[src/include/hub75_cfg.svh]
`ifndef HUB75_CFG_SVH
`define HUB75_CFG_SVH

// panel width in pixels, one shift per column
`define HUB75_COLUMNS 64

// rows per half
// top and bottom halves share the row lines
`define HUB75_HALF_ROWS 16

// binary coded modulation depth
`define HUB75_PLANES 4

// lit cycles for plane 0
// plane p stays lit for this value shifted left by p
`define HUB75_BASE_DISPLAY 8

`endif

[src/hub75_pixel_pkg.sv]
`include "hub75_cfg.svh"

package hub75_pixel_pkg;

    // one rgb565 pixel
    typedef logic [15:0] rgb565_t;

    // bottom half pixel in the upper 16 bits, top half pixel in the lower
    typedef logic [31:0] pixel_pair_t;

    typedef logic [$clog2(`HUB75_COLUMNS)-1:0] column_t;
    typedef logic [$clog2(`HUB75_HALF_ROWS)-1:0] row_t;

    // framebuffer word address, row above column
    typedef logic [$bits(row_t)+$bits(column_t)-1:0] fb_addr_t;

    // msb of each channel inside rgb565
    localparam int RED_MSB   = 15;
    localparam int GREEN_MSB = 10;
    localparam int BLUE_MSB  = 4;

endpackage

[src/hub75_scan_pkg.sv]
`include "hub75_cfg.svh"

package hub75_scan_pkg;

    // bitplane index, lsb plane first
    typedef logic [$clog2(`HUB75_PLANES)-1:0] plane_t;

    // per column: fetch, clock high, clock low
    // per plane: latch once, then display
    typedef enum logic [2:0] {
        S_FETCH,
        S_CLK_HIGH,
        S_CLK_LOW,
        S_LATCH,
        S_DISPLAY
    } scan_state_t;

endpackage

[src/hub75_ifs.sv]
`timescale 1ns/1ps

// request and return path between the scan FSM and the framebuffer fetch
interface fb_fetch_if;
    import hub75_pixel_pkg::*;

    column_t column;
    row_t    row;
    // one cycle pulse, column and row must hold until done
    logic    start;
    // marks the capture edge, pair is held from the next cycle
    logic    done;
    rgb565_t top;
    rgb565_t bottom;

    modport requester (output column, row, start, input done, top, bottom);
    modport fetcher (input column, row, start, output done, top, bottom);
endinterface

// everything the pin stage needs, one cycle ahead of the pins
interface panel_drive_if;
    import hub75_pixel_pkg::*;
    import hub75_scan_pkg::*;

    rgb565_t top;
    rgb565_t bottom;
    plane_t  plane;
    logic    shift;
    logic    latch;
    logic    display;
    row_t    row;

    modport source (output top, bottom, plane, shift, latch, display, row);
    modport sink (input top, bottom, plane, shift, latch, display, row);
endinterface

[src/scan_controller.sv]
`timescale 1ns/1ps

`include "hub75_cfg.svh"

module scan_controller (
    input  logic            clk_in,
    input  logic            reset,
    fb_fetch_if.requester   fetch,
    panel_drive_if.source   panel
);
    import hub75_pixel_pkg::*;
    import hub75_scan_pkg::*;

    localparam column_t LAST_COLUMN = column_t'(`HUB75_COLUMNS - 1);
    localparam plane_t  LAST_PLANE  = plane_t'(`HUB75_PLANES - 1);
    // longest plane sets the width of the display counter
    localparam int MAX_DISPLAY = `HUB75_BASE_DISPLAY << (`HUB75_PLANES - 1);
    localparam int DISP_W = $clog2(MAX_DISPLAY);

    scan_state_t state;
    scan_state_t state_next;
    column_t     col_q;
    row_t        row_q;
    plane_t      plane_q;
    logic [DISP_W-1:0] disp_count;
    // kicks the very first fetch after reset
    logic        boot_q;
    logic        start_pulse;

    // start is issued on the edge that enters S_FETCH
    // so the fetch state itself takes exactly three cycles
    always_comb begin
        state_next  = state;
        start_pulse = boot_q;
        case (state)
            S_FETCH: begin
                if (fetch.done) begin
                    state_next = S_CLK_HIGH;
                end
            end
            S_CLK_HIGH: begin
                state_next = S_CLK_LOW;
            end
            S_CLK_LOW: begin
                if (col_q == LAST_COLUMN) begin
                    state_next = S_LATCH;
                end
                else begin
                    state_next  = S_FETCH;
                    start_pulse = 1'b1;
                end
            end
            S_LATCH: begin
                state_next = S_DISPLAY;
            end
            S_DISPLAY: begin
                // next plane or next row starts shifting right away
                if (disp_count == '0) begin
                    state_next  = S_FETCH;
                    start_pulse = 1'b1;
                end
            end
            default: begin
                state_next = S_FETCH;
            end
        endcase
    end

    always_ff @(posedge clk_in) begin
        if (reset) begin
            state      <= S_FETCH;
            col_q      <= '0;
            row_q      <= '0;
            plane_q    <= '0;
            disp_count <= '0;
            boot_q     <= 1'b1;
        end
        else begin
            boot_q <= 1'b0;
            state  <= state_next;
            // wraps 63 to 0 going into the latch
            if (state == S_CLK_LOW) begin
                col_q <= column_t'(col_q + 1'b1);
            end
            // binary weighted on time, plane p lasts base << p cycles
            if (state == S_LATCH) begin
                disp_count <= DISP_W'((`HUB75_BASE_DISPLAY << plane_q) - 1);
            end
            else if (state == S_DISPLAY && disp_count != '0) begin
                disp_count <= disp_count - 1'b1;
            end
            // planes 0..3 per row, row moves while oe is off
            if (state == S_DISPLAY && disp_count == '0) begin
                plane_q <= plane_t'(plane_q + 1'b1);
                if (plane_q == LAST_PLANE) begin
                    row_q <= row_t'(row_q + 1'b1);
                end
            end
        end
    end

    assign fetch.start  = start_pulse;
    assign fetch.column = col_q;
    assign fetch.row    = row_q;

    assign panel.top     = fetch.top;
    assign panel.bottom  = fetch.bottom;
    assign panel.plane   = plane_q;
    assign panel.shift   = (state == S_CLK_HIGH);
    assign panel.latch   = (state == S_LATCH);
    assign panel.display = (state == S_DISPLAY);
    assign panel.row     = row_q;

    // lit only after a latch, never while shifting or latching
    a_display_after_latch: assert property (
        @(posedge clk_in) disable iff (reset)
        panel.display |-> !panel.shift && !panel.latch &&
                          $past(panel.latch || panel.display)
    );

    // a latch follows the last column, so the count stays within 0..63
    a_latch_on_wrap: assert property (
        @(posedge clk_in) disable iff (reset)
        panel.latch |-> col_q == '0 && $past(col_q) == LAST_COLUMN
    );

endmodule

[src/flat_wrapper.sv]
// flat-port wrapper written by rule: the top's interface ports become plain ports
module scan_controller_flat import hub75_pixel_pkg::*; import hub75_scan_pkg::*;
  (clk_in, reset, fetch_column, fetch_row, fetch_start, fetch_done, fetch_top, fetch_bottom, panel_top, panel_bottom, panel_plane, panel_shift, panel_latch, panel_display, panel_row);
  fb_fetch_if fetch_i ();
  panel_drive_if panel_i ();
  input  logic clk_in;
  input  logic reset;
  output wire logic [$bits(fetch_i.column)-1:0] fetch_column;
  output wire logic [$bits(fetch_i.row)-1:0] fetch_row;
  output wire logic [$bits(fetch_i.start)-1:0] fetch_start;
  input wire logic [$bits(fetch_i.done)-1:0] fetch_done;
  input wire logic [$bits(fetch_i.top)-1:0] fetch_top;
  input wire logic [$bits(fetch_i.bottom)-1:0] fetch_bottom;
  output wire logic [$bits(panel_i.top)-1:0] panel_top;
  output wire logic [$bits(panel_i.bottom)-1:0] panel_bottom;
  output wire logic [$bits(panel_i.plane)-1:0] panel_plane;
  output wire logic [$bits(panel_i.shift)-1:0] panel_shift;
  output wire logic [$bits(panel_i.latch)-1:0] panel_latch;
  output wire logic [$bits(panel_i.display)-1:0] panel_display;
  output wire logic [$bits(panel_i.row)-1:0] panel_row;
  assign fetch_column = fetch_i.column;
  assign fetch_row = fetch_i.row;
  assign fetch_start = fetch_i.start;
  assign fetch_i.done = fetch_done;
  assign fetch_i.top = fetch_top;
  assign fetch_i.bottom = fetch_bottom;
  assign panel_top = panel_i.top;
  assign panel_bottom = panel_i.bottom;
  assign panel_plane = panel_i.plane;
  assign panel_shift = panel_i.shift;
  assign panel_latch = panel_i.latch;
  assign panel_display = panel_i.display;
  assign panel_row = panel_i.row;
  scan_controller u_core (.clk_in(clk_in), .reset(reset), .fetch(fetch_i), .panel(panel_i));
endmodule
[config.mk]
export PLATFORM = sky130hd
export DESIGN_NAME = scan_controller_flat
export DESIGN_NICKNAME = d
export VERILOG_FILES = /design/src/hub75_pixel_pkg.sv /design/src/hub75_scan_pkg.sv /design/src/hub75_ifs.sv /design/src/scan_controller.sv /design/src/flat_wrapper.sv
export VERILOG_INCLUDE_DIRS = /design/src /design/src/include
export SDC_FILE = /design/constraint.sdc
export NUM_CORES = 1
export LEC_CHECK = 0
export BUFFER_PORTS_ARGS = -buffer_cell sky130_fd_sc_hd__buf_2
export CAP_MARGIN = 20
export CORE_AREA = 4 4 66 68
export DETAILED_ROUTE_END_ITERATION = 10
export DIE_AREA = 0 0 70 72
export PLACE_DENSITY = 0.72
export RECOVER_POWER = 100
export SYNTH_ARGS = -nofsm -noshare
export SYNTH_HDL_FRONTEND = slang
export SYNTH_SLANG_ARGS = --single-unit
export TNS_END_PERCENT = 5
[constraint.sdc]
create_clock -name clk_in -period 1.44 [get_ports clk_in]
set_input_delay 0.216 -clock clk_in [delete_from_list [all_inputs] [get_ports clk_in]]
set_output_delay 0.216 -clock clk_in [all_outputs]
set_load 0.02 [all_outputs]
==> summary.md <==
| Metric | Value |
|---|---|
| Run status | `finished with violations` |
| Failing checks | `negative setup slack` |
| Top Family by Delay on Critical Path | `simple AND/OR/NAND/NOR gates` |
| Hold Path Depth | `3` |
| Area leader, netlist | `dfxtp_1` |
| Core Region | `0.00386 mm^2` |
| Port bufs | `22` |
| Initial Util | `36.2%` |
| EDFF count, synth | `0` |
| CTS root buf | `clkbuf_8` |
| Drt wl/cell | `12.7 um` |
| Number of stages on the worst setup path | `6` |
| Worst-path fanout max | `2` |
| Gate power share | `10.4%` |
| Arrival @ worst endpoint | `1470 ps` |
| DRC errors left | `0` |
| Number of global-route vias before repair | `985` |
| R2R Path End | `u_core.disp_count[1]` |
| DR iter-0 viols | `10` |
| Placed inst area | `0.00144 mm^2` |
| Sequence of cells on the critical path | `or3b_4 -> clkinv_4 -> and3_4 -> nor2_4 -> nand2_2 -> buf_6` |
| Yosys reg bits | `22` |
| Routed wire length | `2740 um` |
| Area contributors post-synth | `dfxtp_1 (32%), buf_4 (20%), ha_1 (7.2%)` |
| Ports | `87` |
| Max Root-Sink Buffers | `2` |
| Gr usage total | `11.6%` |
| Row cnt | `23` |
| Max Cap Viol | `0` |
| Num Clock Sinks | `22` |
| Synth Flop Type | `dfxtp_1` |
| Synthesized area | `0.00140 mm^2` |
| Post-DR vias/cell | `4.80` |
| Reg2reg setup slack | `-180 ps` |
| Distinct cell type count after synthesis | `38` |
| Post-Synthesis Cells | `158` |
| Worst Hold Launch | `fetch_done` |
| R2r worst-path depth | `6` |
| F_max | `0.594 GHz` |
| Clock skew | `3.18 ps` |
| Syn-to-layout area delta | `13.1%` |
| Switching Fraction | `22.8%` |
| Final setup fails | `12` |
| Die extent in y | `72 um` |
| Internal Pwr Total | `0.000858 W` |
| Rel. slew slack | `53.7%` |
| Ys async rst share | `0%` |
| Critical Path RT | `1220 ps` |
| R2r startpoint | `u_core.disp_count[2]` |
| Min Tclk post-route | `1680 ps` |
| Buffers plus inverters on the worst setup path | `2` |
| Via count | `1032` |
| Clock Latency Late Sink | `260 ps` |
| Crit end category | `output port` |
| Final Util | `40.9%` |
| Num CTS Buffers | `3` |
| H-tree depth reported by CTS | `1` |
| Final worst slack | `-243 ps` |
| TritonCTS clock tree | `yes` |
| Clk pin slew, worst setup/hold paths | `70 ps` |
| Startpoint types | `flop` |
| Crit path kind | `reg2out` |
| Register share of total power | `56.1%` |
| Worst hold path type | `in2reg` |
| Tcrit/Tclk final | `117%` |
| Syn avg cell area | `8.84 um^2` |
| Worst slew pin tran | `695 ps` |
| Grt ovf | `0` |
| Antenna violations before repair | `0` |
| Filler instances | `403` |
| Antenna cell count | `0` |
| Cell Count, Final, Fillers Out | `215` |
| Hold Path Sink | `u_core.state[0]` |
| Fin area | `0.00158 mm^2` |
| GPL Wtd Cong | `0.857` |
| Clock share of power | `33.6%` |
| Post-Place Cells | `208` |
| Initial DRT Pass Iterations | `4` |
| Share of Yosys cell area claimed by the top area cell type | `31.5%` |
| Dpl hpwl | `1960 um` |
| Antenna-violating nets left | `0` |
| Final hold vios | `0` |
| Critical path startpoint | `u_core.state[1]` |
| Nets | `210` |
| P per Cell Area | `704 mW/mm^2` |
| Global-route wire length before repair | `4690 um` |
| Largest stage delay, worst path | `420 ps` |
| Synth warn | `0` |
| Die X-Extent | `70 um` |
| Sw power | `0.000253 W` |
| Layout cells sized above 1 | `35.8%` |
| Static Leakage | `0.626 nW` |
| Crit-path slowest cell | `or3b_4` |
| VDD IR-drop max | `0.442 mV` |
| Largest net degree at the start of global routing | `18` |
| Sequential area share after synthesis | `31.5%` |
| Die area | `0.00504 mm^2` |
| Max Transition Viols Final | `0` |
| Synthesized Nets | `201` |
| RSZ-0062 raised after global routing | `yes` |
-- metrics by stage --
stage          worst slack, ps  setup TNS (ps)  hold WS (ps)  total power (W)
6_report                  -243           -1170           291          0.00111
5_1_grt                   -310           -2080           308          0.00117
4_1_cts                   -239           -1140           250          0.00112
3_5_place_dp             -69.3            -157           432         0.000736
3_3_place_gp             -32.9           -93.0           432         0.000735
2_1_floorplan            -83.3            -355           244         0.000827
-- sequential cells by signal (all words and copies together) (netlist names) --
| signal | flops |
|---|---|
| u_core.disp_count | 6 |
| u_core.fetch.column | 6 |
| u_core.fetch.row | 4 |
| u_core.state | 3 |
| u_core.panel.plane | 2 |
| u_core.boot_q | 1 |
-- power by group through the flow --
stage / Clock, W / Sequential, W / Combinational [W]
finish: 0.000373 / 0.000623 / 0.000115
global route: 0.000420 / 0.000624 / 0.000127
CTS: 0.000385 / 0.000622 / 0.000110
detailed placement: 0 / 0.000637 / 0.0000990
global placement: 0 / 0.000637 / 0.0000987
floorplan: 0 / 0.000643 / 0.000184
-- cell families (layout without fill, tap and decap cells) --
kind of cell	count (synthesis)	in the layout	synth area share, %
buffers and inverters	48	55	22.9
adder cells (fa/ha/maj)	8	8	7.17
XOR/XNOR	8	8	5.02
flip-flops	22	22	31.5
multiplexers	6	6	4.39
AND/OR/NAND/NOR	46	46	20.1
AO/OA/AOI/OAI	20	20	8.87
-- synthesized netlist by cell type (3+ instances only) --
cell and instances:
buf_4 37, dfxtp_1 22, nor2_1 18, ha_1 8, a21oi_1 6, inv_1 6, nand2_1 6, mux2i_1 5
o21ai_0 5, xor2_1 5, a211oi_1 3, clkbuf_1 3, nand3_1 3, xnor2_1 3
-- routing by layer --
layer	routed length (um)	GRT usage (%)	up-vias
li1	-	-	513
met1	1220	14.3	486
met2	1340	19.0	26
met3	135	3.19	7
met4	44	4.89	0
met5	0	0	-
-- tightest hold or removal path, stage by stage --
cell and delay, ps:
buf_2 90, mux2i_1 140, nor4_1 60
-- layout by cell type, fill, tap and decap left out, types with 7 or more instances in the layout --
cell type and count:
ha_1 7, clkbuf_1 15, dfxtp_1 14, buf_4 20
nor2_1 17, dfxtp_2 7
-- area by class of cell --
cell class,instances,area (um^2),area share (%)
Tap cell,50,62.6,3.96
Inverter,8,37.5,2.38
Timing Repair Buffer,44,283,17.9
Sequential cell,22,453,28.7
Clock buffer,3,41.3,2.61
Multi-Input combinational cell,88,702,44.5
-- worst max-delay path by stage --
stage	endpoint
after CTS	fetch_start
after detailed placement	u_core.disp_count[1]
after global placement	u_core.disp_count[1]
after global routing	fetch_start
final	fetch_start
after floorplan	u_core.fetch.row[2]
-- repair_timing --
action / in CTS / in global routing
pin swaps: 2 / 1
setup endpoints to repair: 9 / 16
buffers inserted: 4 / 0
hold buffers: 0 / 0
resized for setup: 16 / 11
Note: power is estimated with default switching activity, not from simulation.
