$ cat config.mk
export PLATFORM = sky130hd
export DESIGN_NAME = framebuffer_fetch_flat
export DESIGN_NICKNAME = d
export VERILOG_FILES = /design/src/hub75_pixel_pkg.sv /design/src/hub75_ifs.sv /design/src/framebuffer_fetch.sv /design/src/flat_wrapper.sv
export VERILOG_INCLUDE_DIRS = /design/src /design/src/include
export SDC_FILE = /design/constraint.sdc
export NUM_CORES = 1
export LEC_CHECK = 0
export ABC_AREA = 1
export BUFFER_PORTS_ARGS = -buffer_cell sky130_fd_sc_hd__buf_4
export CAP_MARGIN = 20
export CORE_MARGIN = 2
export CORE_UTILIZATION = 43
export CTS_BUF_LIST = sky130_fd_sc_hd__clkbuf_4
export DETAILED_ROUTE_END_ITERATION = 12
export HOLD_SLACK_MARGIN = 0.02
export PLACE_DENSITY = 0.86
export SLEW_MARGIN = 10
export SYNTH_ARGS = -nofsm -noshare
export SYNTH_HDL_FRONTEND = slang
export SYNTH_SLANG_ARGS = --single-unit
$ cat constraint.sdc
create_clock -name clk_in -period 2.3 [get_ports clk_in]
set_input_delay 0 -clock clk_in [delete_from_list [all_inputs] [get_ports clk_in]]
set_output_delay 0 -clock clk_in [all_outputs]
set_load 0.01 [all_outputs]
$ cat src/include/hub75_cfg.svh
`ifndef HUB75_CFG_SVH
`define HUB75_CFG_SVH

// panel width in pixels, one shift per column
`define HUB75_COLUMNS 64

// rows per half
// top and bottom halves share the row lines
`define HUB75_HALF_ROWS 16

// binary coded modulation depth
`define HUB75_PLANES 4

// lit cycles for plane 0
// plane p stays lit for this value shifted left by p
`define HUB75_BASE_DISPLAY 8

`endif

$ cat src/hub75_pixel_pkg.sv
`include "hub75_cfg.svh"

package hub75_pixel_pkg;

    // one rgb565 pixel
    typedef logic [15:0] rgb565_t;

    // bottom half pixel in the upper 16 bits, top half pixel in the lower
    typedef logic [31:0] pixel_pair_t;

    typedef logic [$clog2(`HUB75_COLUMNS)-1:0] column_t;
    typedef logic [$clog2(`HUB75_HALF_ROWS)-1:0] row_t;

    // framebuffer word address, row above column
    typedef logic [$bits(row_t)+$bits(column_t)-1:0] fb_addr_t;

    // msb of each channel inside rgb565
    localparam int RED_MSB   = 15;
    localparam int GREEN_MSB = 10;
    localparam int BLUE_MSB  = 4;

endpackage

$ cat src/hub75_ifs.sv
`timescale 1ns/1ps

// request and return path between the scan FSM and the framebuffer fetch
interface fb_fetch_if;
    import hub75_pixel_pkg::*;

    column_t column;
    row_t    row;
    // one cycle pulse, column and row must hold until done
    logic    start;
    // marks the capture edge, pair is held from the next cycle
    logic    done;
    rgb565_t top;
    rgb565_t bottom;

    modport requester (output column, row, start, input done, top, bottom);
    modport fetcher (input column, row, start, output done, top, bottom);
endinterface


$ cat src/framebuffer_fetch.sv
`timescale 1ns/1ps

module framebuffer_fetch (
    input  logic                         clk_in,
    input  logic                         reset,
    fb_fetch_if.fetcher                  fetch,
    output hub75_pixel_pkg::fb_addr_t    ram_address,
    output logic                         ram_enable,
    input  hub75_pixel_pkg::pixel_pair_t ram_data
);
    import hub75_pixel_pkg::*;

    // 3 on start, then down to 0
    logic [1:0] load_count;

    // row and column stay put from start through the capture
    assign ram_address = {fetch.row, fetch.column};

    // holds the port for counts 3, 2 and 1
    assign ram_enable = (load_count != 2'd0);

    // capture edge, the controller moves on as the pair lands
    assign fetch.done = (load_count == 2'd1);

    always_ff @(posedge clk_in) begin
        if (reset) begin
            load_count <= 2'd0;
        end
        else if (fetch.start) begin
            load_count <= 2'd3;
        end
        else if (load_count != 2'd0) begin
            load_count <= load_count - 2'd1;
        end
    end

    // count 3: address out, RAM samples it
    // count 2: RAM data valid
    // count 1: take the pair
    always_ff @(posedge clk_in) begin
        if (load_count == 2'd1) begin
            {fetch.bottom, fetch.top} <= ram_data;
        end
    end

    // the scan FSM must wait for done before the next request
    a_start_idle: assert property (
        @(posedge clk_in) disable iff (reset)
        fetch.start |-> load_count == 2'd0
    );

endmodule

$ cat src/flat_wrapper.sv
// flat-port wrapper written by rule: the top's interface ports become plain ports
module framebuffer_fetch_flat import hub75_pixel_pkg::*;
  (clk_in, reset, ram_address, ram_enable, ram_data, fetch_column, fetch_row, fetch_start, fetch_done, fetch_top, fetch_bottom);
  fb_fetch_if fetch_i ();
  input  logic clk_in;
  input  logic reset;
  output hub75_pixel_pkg::fb_addr_t ram_address;
  output logic ram_enable;
  input  hub75_pixel_pkg::pixel_pair_t ram_data;
  input wire logic [$bits(fetch_i.column)-1:0] fetch_column;
  input wire logic [$bits(fetch_i.row)-1:0] fetch_row;
  input wire logic [$bits(fetch_i.start)-1:0] fetch_start;
  output wire logic [$bits(fetch_i.done)-1:0] fetch_done;
  output wire logic [$bits(fetch_i.top)-1:0] fetch_top;
  output wire logic [$bits(fetch_i.bottom)-1:0] fetch_bottom;
  assign fetch_i.column = fetch_column;
  assign fetch_i.row = fetch_row;
  assign fetch_i.start = fetch_start;
  assign fetch_done = fetch_i.done;
  assign fetch_top = fetch_i.top;
  assign fetch_bottom = fetch_i.bottom;
  framebuffer_fetch u_core (.clk_in(clk_in), .reset(reset), .fetch(fetch_i), .ram_address(ram_address), .ram_enable(ram_enable), .ram_data(ram_data));
endmodule
==> metrics.txt, run 1 <==
via count=940; gpl congestion=between 0.7 and 0.8; final worst-path cycle share=approximately 73%; WS Path Type=reg2out; M3 GR Usage=roughly a tenth; post-synthesis xor/xnor area fraction=0%; max cap viols=0; EDFF count, synth=32; worst path required time=around 2.3 ns; ys flop type=edfxtp_1; Critical Path End Type=primary output; share of cells above drive strength 1=44.8%; CTS Buffer Depth=2; total die area=0.00313 mm²; Post-synth top cells=edfxtp_1 (32), buf_4 (10), inv_1 (6), nand2_1 (5), nor2_1 (3); Ant. Diodes=0; synthesized flop and latch total=34; first-pass GRT wire length=slightly below 5000 µm; Syn Area/Cell=18.7 µm²; Rows=18; Sequential Power Share=51.6%; core area=0.00252 mm²; Initial Util=around 46%; DP Worst Slack=roughly 0.85 ns; register area share after synthesis=between 80% and 90%; Reg clk slew, reported paths=~0.1 ns; fraction of registers with async set/reset=0%; critical path startpoint=u_core.load_count[0]; hpwl dp=between 1500 and 2000 µm; Crit path largest cell delay=about 0.54 ns; arrival time worst endpoint=roughly 1.7 ns; Root Buffer=clkbuf_4; Leakage=about 0.96 nW; Setup Viol. Count Final=0; CP max stage cell=ha_1; vias in the first global route=roughly 980; grt peak-use layer=met2; Die Ht=56.0 µm; synth unique cells=9; 1st-pass router iterations=4; PwrDens=between 600 and 700 mW/mm²; CTS Buf Count=5; Final ANT Viol Nets=0; Least-Margin Pin Slew=0.558 ns; final-report hold violation count=0; DRC=0; final std cells w/o fill=approximately 200; Syn Inst Count=62; Clock Power Share=between 30% and 40%; routed wire length=roughly 3300 µm; count leader, synth=edfxtp_1; RSZ-0062 raised after global routing=no; Total GRT Usage=approximately 22%; Rel. slew slack=a little over three fifths; Slew Limit Fails=0; Starting DRT DRC Count=28; r2r setup slk=between 0.6 and 0.7 ns; Post-Synth Adder-Cell Area=under 10%; switch share=21.6%; largest family of logic cells by synthesized area=buffers and inverters; drt wl/cell=around 16 µm; grt ovf=0; worst setup path end=fetch_done; Ports=89; worst path cell trace=ha_1, buf_12, buf_4; I/O Buffers=68; TritonCTS clock tree=done; crit-path max FO=23; Chip Width=between 50 and 60 µm; total power=1.44 mW; Cells after DPL=approximately 150; Final Skew=between 0.009 and 0.01 ns; mux share of post-synthesis cell area=0%; clk sink count=34; FMAX=between 500 and 600 MHz; GR Util met1=between 20% and 30%; Final Net Count=220; Worst Hold Class=in2reg; post-route minimum period=1.69 ns; latest clock arrival within the worst-skew pair=~0.34 ns; Resize count post-CTS=0; Mapped Area=approximately 0.0012 mm²; Comb pwr share=about 18%; run status=finished clean; M2 GR Usage=approximately two fifths; Internal Power=roughly 1.1 mW; Psw=between 0.3 and 0.4 mW; Post-Synth Simple-Gate Area=3.01%; YS warnings=0; via/cell ratio=roughly 4.6; initial antenna violation count=0; H-tree levels=2; Yosys top cell area share=82.7%; Final WS setup=between 0.6 and 0.7 ns; worst IR drop on VDD=0.574 mV; worst r2r path cells=7; Synth Net Count=about 110; Setup TNS Final=0 ns; largest net degree at the start of global routing=24; fin util=between 80% and 90%; area growth from synthesis to layout=88.3%; R2R Path Start=u_core.load_count[0]; cell taking the most area after synthesis=edfxtp_1; crit start category=flip-flop; R2R Path End=u_core.load_count[0]; Compound-Gate Fraction of Synth Area=0%; top post-synthesis cells by area=edfxtp_1 (83%), buf_4 (6.5%), dfxtp_1 (3.4%), ha_1 (2.2%), inv_1 (1.9%)
kinds of logic (layout without fill, tap and decap cells):
kind of cell               Yosys count  in the layout
DFF                                 34             34
adders and majority gates            2              2
buffers and inverters               17            129
and+or+nand+nor                      9              9
through the flow:
step / hold WS [ns] / area, µm²
6_report: 0.372 / 2190
5_1_grt: 0.364 / 2190
2_1_floorplan: 0.0724 / 1160
3_3_place_gp: 0.000119 / 1660
3_5_place_dp: 0.000119 / 1660
4_1_cts: 0.372 / 2190
worst max-delay path, delay by kind of cell (launching register included):
| family | cells | cell delay, ns |
|---|---|---|
| adders and majority gates | 1 | 0.54 |
| DFF | 1 | 0.42 |
| buffers and inverters | 2 | 0.40 |
routing by layer:
metal  part of all wire (%)  wire length [µm]
met5                      0                 0
met3                     12               411
met1                     35              1170
met2                     50              1670
met4                    1.9                63
layout by cell type (no fill, tap or decap):
master | synthesis | routed
buf_4 | 10 | 68
buf_12 | 0 | 1
nor2_1 | 3 | 3
inv_2 | 1 | 1
dlygate4sd3_1 | 0 | 45
nand2_1 | 5 | 5
edfxtp_1 | 32 | 32
clkbuf_4 | 0 | 7
nand3_1 | 1 | 1
ha_1 | 2 | 2
bufinv_16 | 0 | 1
inv_1 | 6 | 6
dfxtp_1 | 2 | 2
area by class of cell:
cell class              instances  area [µm²]
clock buffers                   7        52.6
repair buffers                114         981
flip-flops and latches         34        1000
well taps                      30        37.5
fillers                       102         334
inverters                       7        26.3
multi-input cells              11        60.1
clock inverters                 1        30.0
worst min path at each step:
stage	start	end	slack, ns	cells past startpoint
global route	ram_data[27]	u_core.fetch.bottom[11]	0.36	2
finish	ram_data[1]	u_core.fetch.top[1]	0.37	2
detailed placement	fetch_column[1]	ram_address[1]	0.0001	0
floorplan	reset	u_core.load_count[0]	0.07	1
CTS	ram_data[29]	u_core.fetch.bottom[13]	0.37	2
global placement	fetch_column[1]	ram_address[1]	0.0001	0
state kept, by name (all words and copies together), names as in the netlist:
register and cells:
u_core.fetch.bottom 16, u_core.fetch.top 16, u_core.load_count 2
power by group through the flow:
stage | Clock, mW | Combinational (mW) | Sequential (mW)
3_5_place_dp | 0 | 0.178 | 0.757
6_report | 0.446 | 0.252 | 0.745
2_1_floorplan | 0 | 0.0541 | 0.775
5_1_grt | 0.482 | 0.268 | 0.749
3_3_place_gp | 0 | 0.170 | 0.755
4_1_cts | 0.445 | 0.247 | 0.743
repair_timing:
action / in CTS / in global routing
hold buffers: 45 / 0
hold endpoints to repair: 44 / 0
setup buffers: 0 / 0
Power figures use the tool's default switching activity.
==> run 2: changes to the inputs <==
--- a/config.mk
+++ b/config.mk
@@ -6,15 +6,15 @@
 export SDC_FILE = /design/constraint.sdc
 export NUM_CORES = 1
 export LEC_CHECK = 0
-export ABC_AREA = 1
+export ABC_AREA = 0
 export BUFFER_PORTS_ARGS = -buffer_cell sky130_fd_sc_hd__buf_4
 export CAP_MARGIN = 20
 export CORE_MARGIN = 2
-export CORE_UTILIZATION = 43
+export CORE_UTILIZATION = 36
 export CTS_BUF_LIST = sky130_fd_sc_hd__clkbuf_4
 export DETAILED_ROUTE_END_ITERATION = 12
 export HOLD_SLACK_MARGIN = 0.02
-export PLACE_DENSITY = 0.86
+export PLACE_DENSITY = 0.77
 export SLEW_MARGIN = 10
 export SYNTH_ARGS = -nofsm -noshare
 export SYNTH_HDL_FRONTEND = slang
==> constraint.sdc (replaced) <==
create_clock -name clk_in -period 1.4 [get_ports clk_in]
set_input_delay 0 -clock clk_in [delete_from_list [all_inputs] [get_ports clk_in]]
set_output_delay 0 -clock clk_in [all_outputs]
set_load 0.01 [all_outputs]
==> metrics.txt, run 2 <==
PwrDens=1010 mW/mm² (was 660 mW/mm²); FMAX=just under 800 MHz; initial antenna violation count=0 (unchanged); final-report hold violation count=0 (unchanged); area growth from synthesis to layout=89.4% (was 88.3%); M2 GR Usage=32.6% (was 38.8%); Least-Margin Pin Slew=0.123 ns (was 0.558 ns); worst IR drop on VDD=0.488 mV (was 0.574 mV); synthesized flop and latch total=34 (unchanged); synth unique cells=10 (was 9); vias in the first global route=866 (was 978); Resize count post-CTS=0 (unchanged); ys flop type=edfxtp_1 (unchanged); core area=0.00305 mm² (was 0.00252 mm²); DRC=0 (unchanged); crit-path max FO=16 (was 23); R2R Path End=u_core.fetch.top[8] (was u_core.load_count[0]); Initial Util=37.6% (was 46.1%); cell taking the most area after synthesis=edfxtp_1 (unchanged); DP Area=0.00168 mm² (was 0.00166 mm²); final worst-path cycle share=roughly nine tenths; Chip Width=60.5 µm (was 56.0 µm); Final ANT Viol Nets=0 (unchanged); Starting DRT DRC Count=25 (was 28); Syn Area/Cell=21.3 µm² (was 18.7 µm²); WS Path Type=reg2out (unchanged); Final WS setup=0.142 ns (was 0.611 ns); YS warnings=0 (unchanged); I/O Buffers=68 (unchanged); Hold Path Origin=reset (was ram_data[1]); final std cells w/o fill=210 (was 204); post-route minimum period=between 1 and 1.5 ns; Yosys top cell area share=83.7% (was 82.7%); setup repair bufs after CTS=0 (unchanged); total die area=0.00366 mm² (was 0.00313 mm²); Final Skew=0.0193 ns (was 0.00926 ns); Mapped Area=0.00115 mm² (was 0.00116 mm²); grt ovf=0 (unchanged); gpl congestion=0.623 (was 0.775); fraction of registers with async set/reset=0% (unchanged); Setup TNS Final=0 ns (unchanged); Final Cell Area=0.00218 mm² (was 0.00219 mm²); Hold Slack=0.376 ns (was 0.372 ns); first-pass GRT wire length=4090 µm (was 4960 µm); total power=2.20 mW (was 1.44 mW); count leader, synth=edfxtp_1 (unchanged); Reg clk slew, reported paths=0.09 ns (was 0.10 ns); share of cells above drive strength 1=48.2% (was 44.8%); Syn Inst Count=54 (was 62); Ports=89 (unchanged); latest clock arrival within the worst-skew pair=0.33 ns (was 0.34 ns); r2r setup slk=0.31 ns (was 0.64 ns); run status=finished clean (unchanged); grt peak-use layer=met2 (unchanged); Leakage=0.918 nW (was 0.956 nW); Fillers=200 (was 102); CTS Buf Count=5 (unchanged); register area share after synthesis=87.1% (was 86.1%); Setup Viol. Count Final=0 (unchanged); via count=878 (was 940); fin util=71.3% (was 86.8%); Cells after DPL=158 (was 151); CP max stage cell=dfxtp_1 (was ha_1); worst r2r path cells=3 (was 7); worst path cell trace=inv_1, ha_2, buf_12, buf_4 (was ha_1, buf_12, buf_4); Total GRT Usage=16.7% (was 22.4%); largest net degree at the start of global routing=18 (was 24); H-tree levels=2 (unchanged); arrival time worst endpoint=1.26 ns (was 1.69 ns); Rows=20 (was 18); hpwl dp=1810 µm (was 1890 µm); EDFF count, synth=32 (unchanged); Critical Path End Type=primary output (unchanged); Final Net Count=212 (was 220); Slew Limit Fails=0 (unchanged); most common cell after layout, fill and taps aside=buf_4 (unchanged); CTS Buffer Depth=2 (unchanged); Post-synth top cells=edfxtp_1 (32), buf_4 (10) (was edfxtp_1 (32), buf_4 (10), inv_1 (6), nand2_1 (5), nor2_1 (3)); clk sink count=34 (unchanged); Ant. Diodes=0 (unchanged); commonest non-fill, non-tap cells in the layout=buf_4 (68), dlygate4sd3_1 (44), edfxtp_1 (32), clkbuf_4 (6) (was buf_4 (68), dlygate4sd3_1 (45), edfxtp_1 (32), clkbuf_4 (7), inv_1 (6)); Rel. slew slack=91.5% (was 62.8%); GR Util met1=15.8% (was 23.9%); drt wl/cell=14.9 µm (was 16.3 µm); crit start category=flip-flop (unchanged); Die Ht=60.5 µm (was 56.0 µm); hold depth=3 (was 2); 1st-pass router iterations=4 (unchanged); top post-synthesis cells by area=edfxtp_1 (84%), buf_4 (6.5%), dfxtp_1 (3.5%), ha_1 (2.2%), mux2i_1 (0.87%) (was edfxtp_1 (83%), buf_4 (6.5%), dfxtp_1 (3.4%), ha_1 (2.2%), inv_1 (1.9%)); routed wire length=3140 µm (was 3320 µm); max cap viols=0 (unchanged); worst path required time=1.40 ns (was 2.30 ns); TritonCTS clock tree=done (unchanged); Worst Hold Class=in2reg (unchanged); Hold EP=u_core.load_count[0] (was u_core.fetch.top[1]); hold_buf cts=44 (was 45); DP Worst Slack=0.316 ns (was 0.854 ns); RSZ-0062 raised after global routing=no (unchanged); M3 GR Usage=6.61% (was 9.30%); Synth Net Count=101 (was 109); via/cell ratio=4.18 (was 4.61); R2R Path Start=u_core.load_count[1] (was u_core.load_count[0]); Crit path largest cell delay=0.31 ns (was 0.54 ns); Root Buffer=clkbuf_4 (unchanged)
## run 2: critical path, delay by kind of cell, from the launching register on
| family | cells | cell delay, ns |
|---|---|---|
| adders and majority gates | 1 | 0.24 |
| buffers and inverters | 3 | 0.38 |
| DFF | 1 | 0.31 |
## run 2: where the power goes
part / leakage (nW) / switching [mW] / internal [mW] / total (mW)
registers: 0.317 / 0.0265 / 1.21 / 1.24
logic: 0.568 / 0.180 / 0.274 / 0.454
clock network: 0.0331 / 0.303 / 0.208 / 0.511
## run 2: routing by layer
layer | vias to the layer above | share of wire (%)
met4 | 0 | 1.1
met5 | - | 0
met2 | 72 | 54
met3 | 4 | 11
li1 | 409 | -
met1 | 393 | 34
## run 2: how the worst max path moves through the flow
| stage | from | to | depth (start not counted) |
|---|---|---|---|
| after detailed placement | u_core.load_count[1] | u_core.fetch.top[7] | 3 |
| final | u_core.load_count[1] | fetch_done | 4 |
| after global routing | u_core.load_count[1] | fetch_done | 4 |
| after global placement | u_core.load_count[1] | u_core.fetch.top[6] | 3 |
| after CTS | u_core.load_count[1] | fetch_done | 4 |
| after floorplan | u_core.load_count[0] | u_core.fetch.bottom[0] | 1 |
## run 2: cell type report
cell class	instances	area, µm²	share of cell area (%)
Clock buffer	6	45.0	2.07
Clock inverter	2	8.76	0.403
Inverter	3	11.3	0.518
Multi-Input combinational cell	7	63.8	2.93
Sequential cell	34	1000	46.0
Tap cell	44	55.1	2.53
Timing Repair Buffer	114	991	45.5
## run 2: cells by family (layout without fill, tap and decap cells)
| family | count (synthesis) | count (layout) | synth area share (%) |
|---|---|---|---|
| AO/OA/AOI/OAI | 1 | 1 | 0.871 |
| XOR/XNOR | 1 | 1 | 0.763 |
| adder cells (fa/ha/maj) | 2 | 2 | 2.18 |
| buffers and inverters | 13 | 125 | 7.52 |
| flip-flops | 34 | 34 | 87.1 |
| multiplexers | 1 | 1 | 0.871 |
| AND/OR/NAND/NOR | 2 | 2 | 0.654 |
==> run 3: changes to the inputs <==
--- a/config.mk
+++ b/config.mk
@@ -7,14 +7,13 @@
 export NUM_CORES = 1
 export LEC_CHECK = 0
 export ABC_AREA = 0
-export BUFFER_PORTS_ARGS = -buffer_cell sky130_fd_sc_hd__buf_4
 export CAP_MARGIN = 20
-export CORE_MARGIN = 2
-export CORE_UTILIZATION = 36
+export CORE_MARGIN = 4
+export CORE_UTILIZATION = 45
 export CTS_BUF_LIST = sky130_fd_sc_hd__clkbuf_4
 export DETAILED_ROUTE_END_ITERATION = 12
+export DONT_BUFFER_PORTS = 1
 export HOLD_SLACK_MARGIN = 0.02
-export PLACE_DENSITY = 0.77
 export SLEW_MARGIN = 10
 export SYNTH_ARGS = -nofsm -noshare
 export SYNTH_HDL_FRONTEND = slang
==> metrics.txt, run 3 (synthesis gave the netlist of run 2 again) <==
run status=finished clean (unchanged); H-tree levels=2 (unchanged); crit-path max FO=3 (was 16); final worst-path cycle share=84.6% (was 89.9%); clk sink count=34 (unchanged); latest clock arrival within the worst-skew pair=0.32 ns (was 0.33 ns); Root Buffer=clkbuf_4 (unchanged); FMAX=844 MHz (was 795 MHz); routed wire length=2220 µm (was 3140 µm); DRC=0 (unchanged); drt wl/cell=17.6 µm (was 14.9 µm); PwrDens=1210 mW/mm² (was 1010 mW/mm²); grt ovf=0 (unchanged); Resize count post-CTS=0 (unchanged); Initial Util=46.8% (was 37.6%); Final ANT Viol Nets=0 (unchanged); vias in the first global route=633 (was 866); WS Path Type=reg2reg (was reg2out); CTS Buf Count=5 (unchanged); crit-path leading delay family=flip-flops (was buffers and inverters); share of cells above drive strength 1=11.5% (was 48.2%); TritonCTS clock tree=done (unchanged); Setup Viol. Count Final=0 (unchanged); Slew Limit Fails=0 (unchanged); CTS Buffer Depth=2 (unchanged); commonest non-fill, non-tap cells in the layout=dlygate4sd3_1 (44), edfxtp_1 (32), clkbuf_4 (5) (was buf_4 (68), dlygate4sd3_1 (44), edfxtp_1 (32), clkbuf_4 (6)); Hold Slack=0.294 ns (was 0.376 ns); Comb pwr share=10.7% (was 20.6%); Ports=89 (unchanged); Starting DRT DRC Count=10 (was 25); switch share=22.7% (was 23.1%); Least-Margin Pin Slew=0.147 ns (was 0.123 ns); initial antenna violation count=0 (unchanged); Total GRT Usage=13.3% (was 16.7%); first-pass GRT wire length=3120 µm (was 4090 µm); Final Skew=0.00604 ns (was 0.0193 ns); Setup TNS Final=0 ns (unchanged); Sequential Power Share=65.5% (was 56.2%); Worst Hold Class=in2reg (unchanged); Reg clk slew, reported paths=0.09 ns (about the same); worst path cell trace=inv_1, ha_1, inv_2, mux2i_1, o21ba_2 (was inv_1, ha_2, buf_12, buf_4); core area=0.00245 mm² (was 0.00305 mm²); Fillers=173 (was 200); worst path required time=1.67 ns (was 1.40 ns); arrival time worst endpoint=1.45 ns (was 1.26 ns); Ant. Diodes=0 (unchanged); Clock Power Share=23.8% (was 23.2%); Critical Path End Type=flip-flop (was primary output); FF+latch area=0.00100 mm² (unchanged); via/cell ratio=4.80 (was 4.18); hpwl dp=1380 µm (was 1810 µm); total die area=0.00342 mm² (was 0.00366 mm²); Rel. slew slack=89.9% (was 91.5%); most common cell after layout, fill and taps aside=dlygate4sd3_1 (was buf_4); gpl congestion=0.619 (was 0.623); Crit path largest cell delay=0.39 ns (was 0.31 ns); Chip Width=58.5 µm (was 60.5 µm); final-report hold violation count=0 (unchanged); Multi-input gate area=63.8 µm² (unchanged); max cap viols=0 (unchanged); Leakage=0.580 nW (was 0.918 nW); Die Ht=58.5 µm (was 60.5 µm); crit start category=flip-flop (unchanged); 1st-pass router iterations=4 (unchanged); RSZ-0062 raised after global routing=no (unchanged); Rows=18 (was 20); CP max stage cell=dfxtp_1 (unchanged); via count=605 (was 878); worst IR drop on VDD=0.783 mV (was 0.488 mV); post-route minimum period=1.18 ns (was 1.26 ns); Internal Power=1.51 mW (was 1.69 mW); Psw=0.444 mW (was 0.509 mW); I/O Buffers=0 (was 68); largest net degree at the start of global routing=34 (was 18); Buf/Inv on CP=2 (was 3); area growth from synthesis to layout=41.2% (was 89.4%); Final Net Count=143 (was 212)
==> run 3: changes by cell type in the layout (fill, tap and decap cells not counted) <==
cell and delta:
buf_12 -1, buf_4 -68, clkbuf_4 -1, clkinv_1 -1, clkinv_2 +1
==> run 3: cell type report <==
class | count | share of cell area, %
Tap cell | 30 | 2.31
Inverter | 3 | 0.694
Timing Repair Buffer | 45 | 28.4
Clock buffer | 5 | 2.31
Sequential cell | 34 | 61.7
Clock inverter | 2 | 0.617
Multi-Input combinational cell | 7 | 3.94
==> run 3: power by group through the flow <==
| stage | Combinational, mW | Clock, mW | Sequential (mW) |
|---|---|---|---|
| 4_1_cts | 0.210 | 0.485 | 1.28 |
| 5_1_grt | 0.229 | 0.542 | 1.29 |
| 3_5_place_dp | 0.101 | 0 | 1.31 |
| 6_report | 0.210 | 0.465 | 1.28 |
| 2_1_floorplan | 0.101 | 0 | 1.29 |
| 3_3_place_gp | 0.0958 | 0 | 1.30 |
==> run 3: stage by stage <==
stage          utilization, %  total power [mW]  setup slack, ns  cells  instance area, µm²
6_report                 66.1              1.96            0.216    126                1620
4_1_cts                  66.1              1.98            0.217    126                1620
3_5_place_dp             46.2              1.41            0.240     75                1130
2_1_floorplan               -              1.40           0.0915     54                1150
5_1_grt                  66.1              2.06            0.127    126                1620
3_3_place_gp             46.2              1.40            0.321     75                1130
==> run 3: worst paths after layout <==
kind | from | to | slack [ns] | depth (start not counted)
hold / removal | ram_data[31] | u_core.fetch.bottom[15] | 0.29 | 1
hold reg to reg | u_core.load_count[0] | u_core.load_count[0] | 0.65 | 3
setup reg to reg | u_core.load_count[0] | u_core.load_count[1] | 0.22 | 5
setup / recovery | u_core.load_count[0] | u_core.load_count[1] | 0.22 | 5
==> run 3: timing repair <==
action                                 CTS  global route
setup buffers                            0             0
endpoints found under the hold margin   44             0
hold buffers                            44             0
==> run 3: routing by layer <==
metal  global-route usage [%]  wire length (µm)  up-vias
met5                        0                 0        -
met4                     6.95                41        0
met3                     8.11               296        5
met2                     22.3              1200       55
met1                     12.4               689      278
li1                         -                 -      267
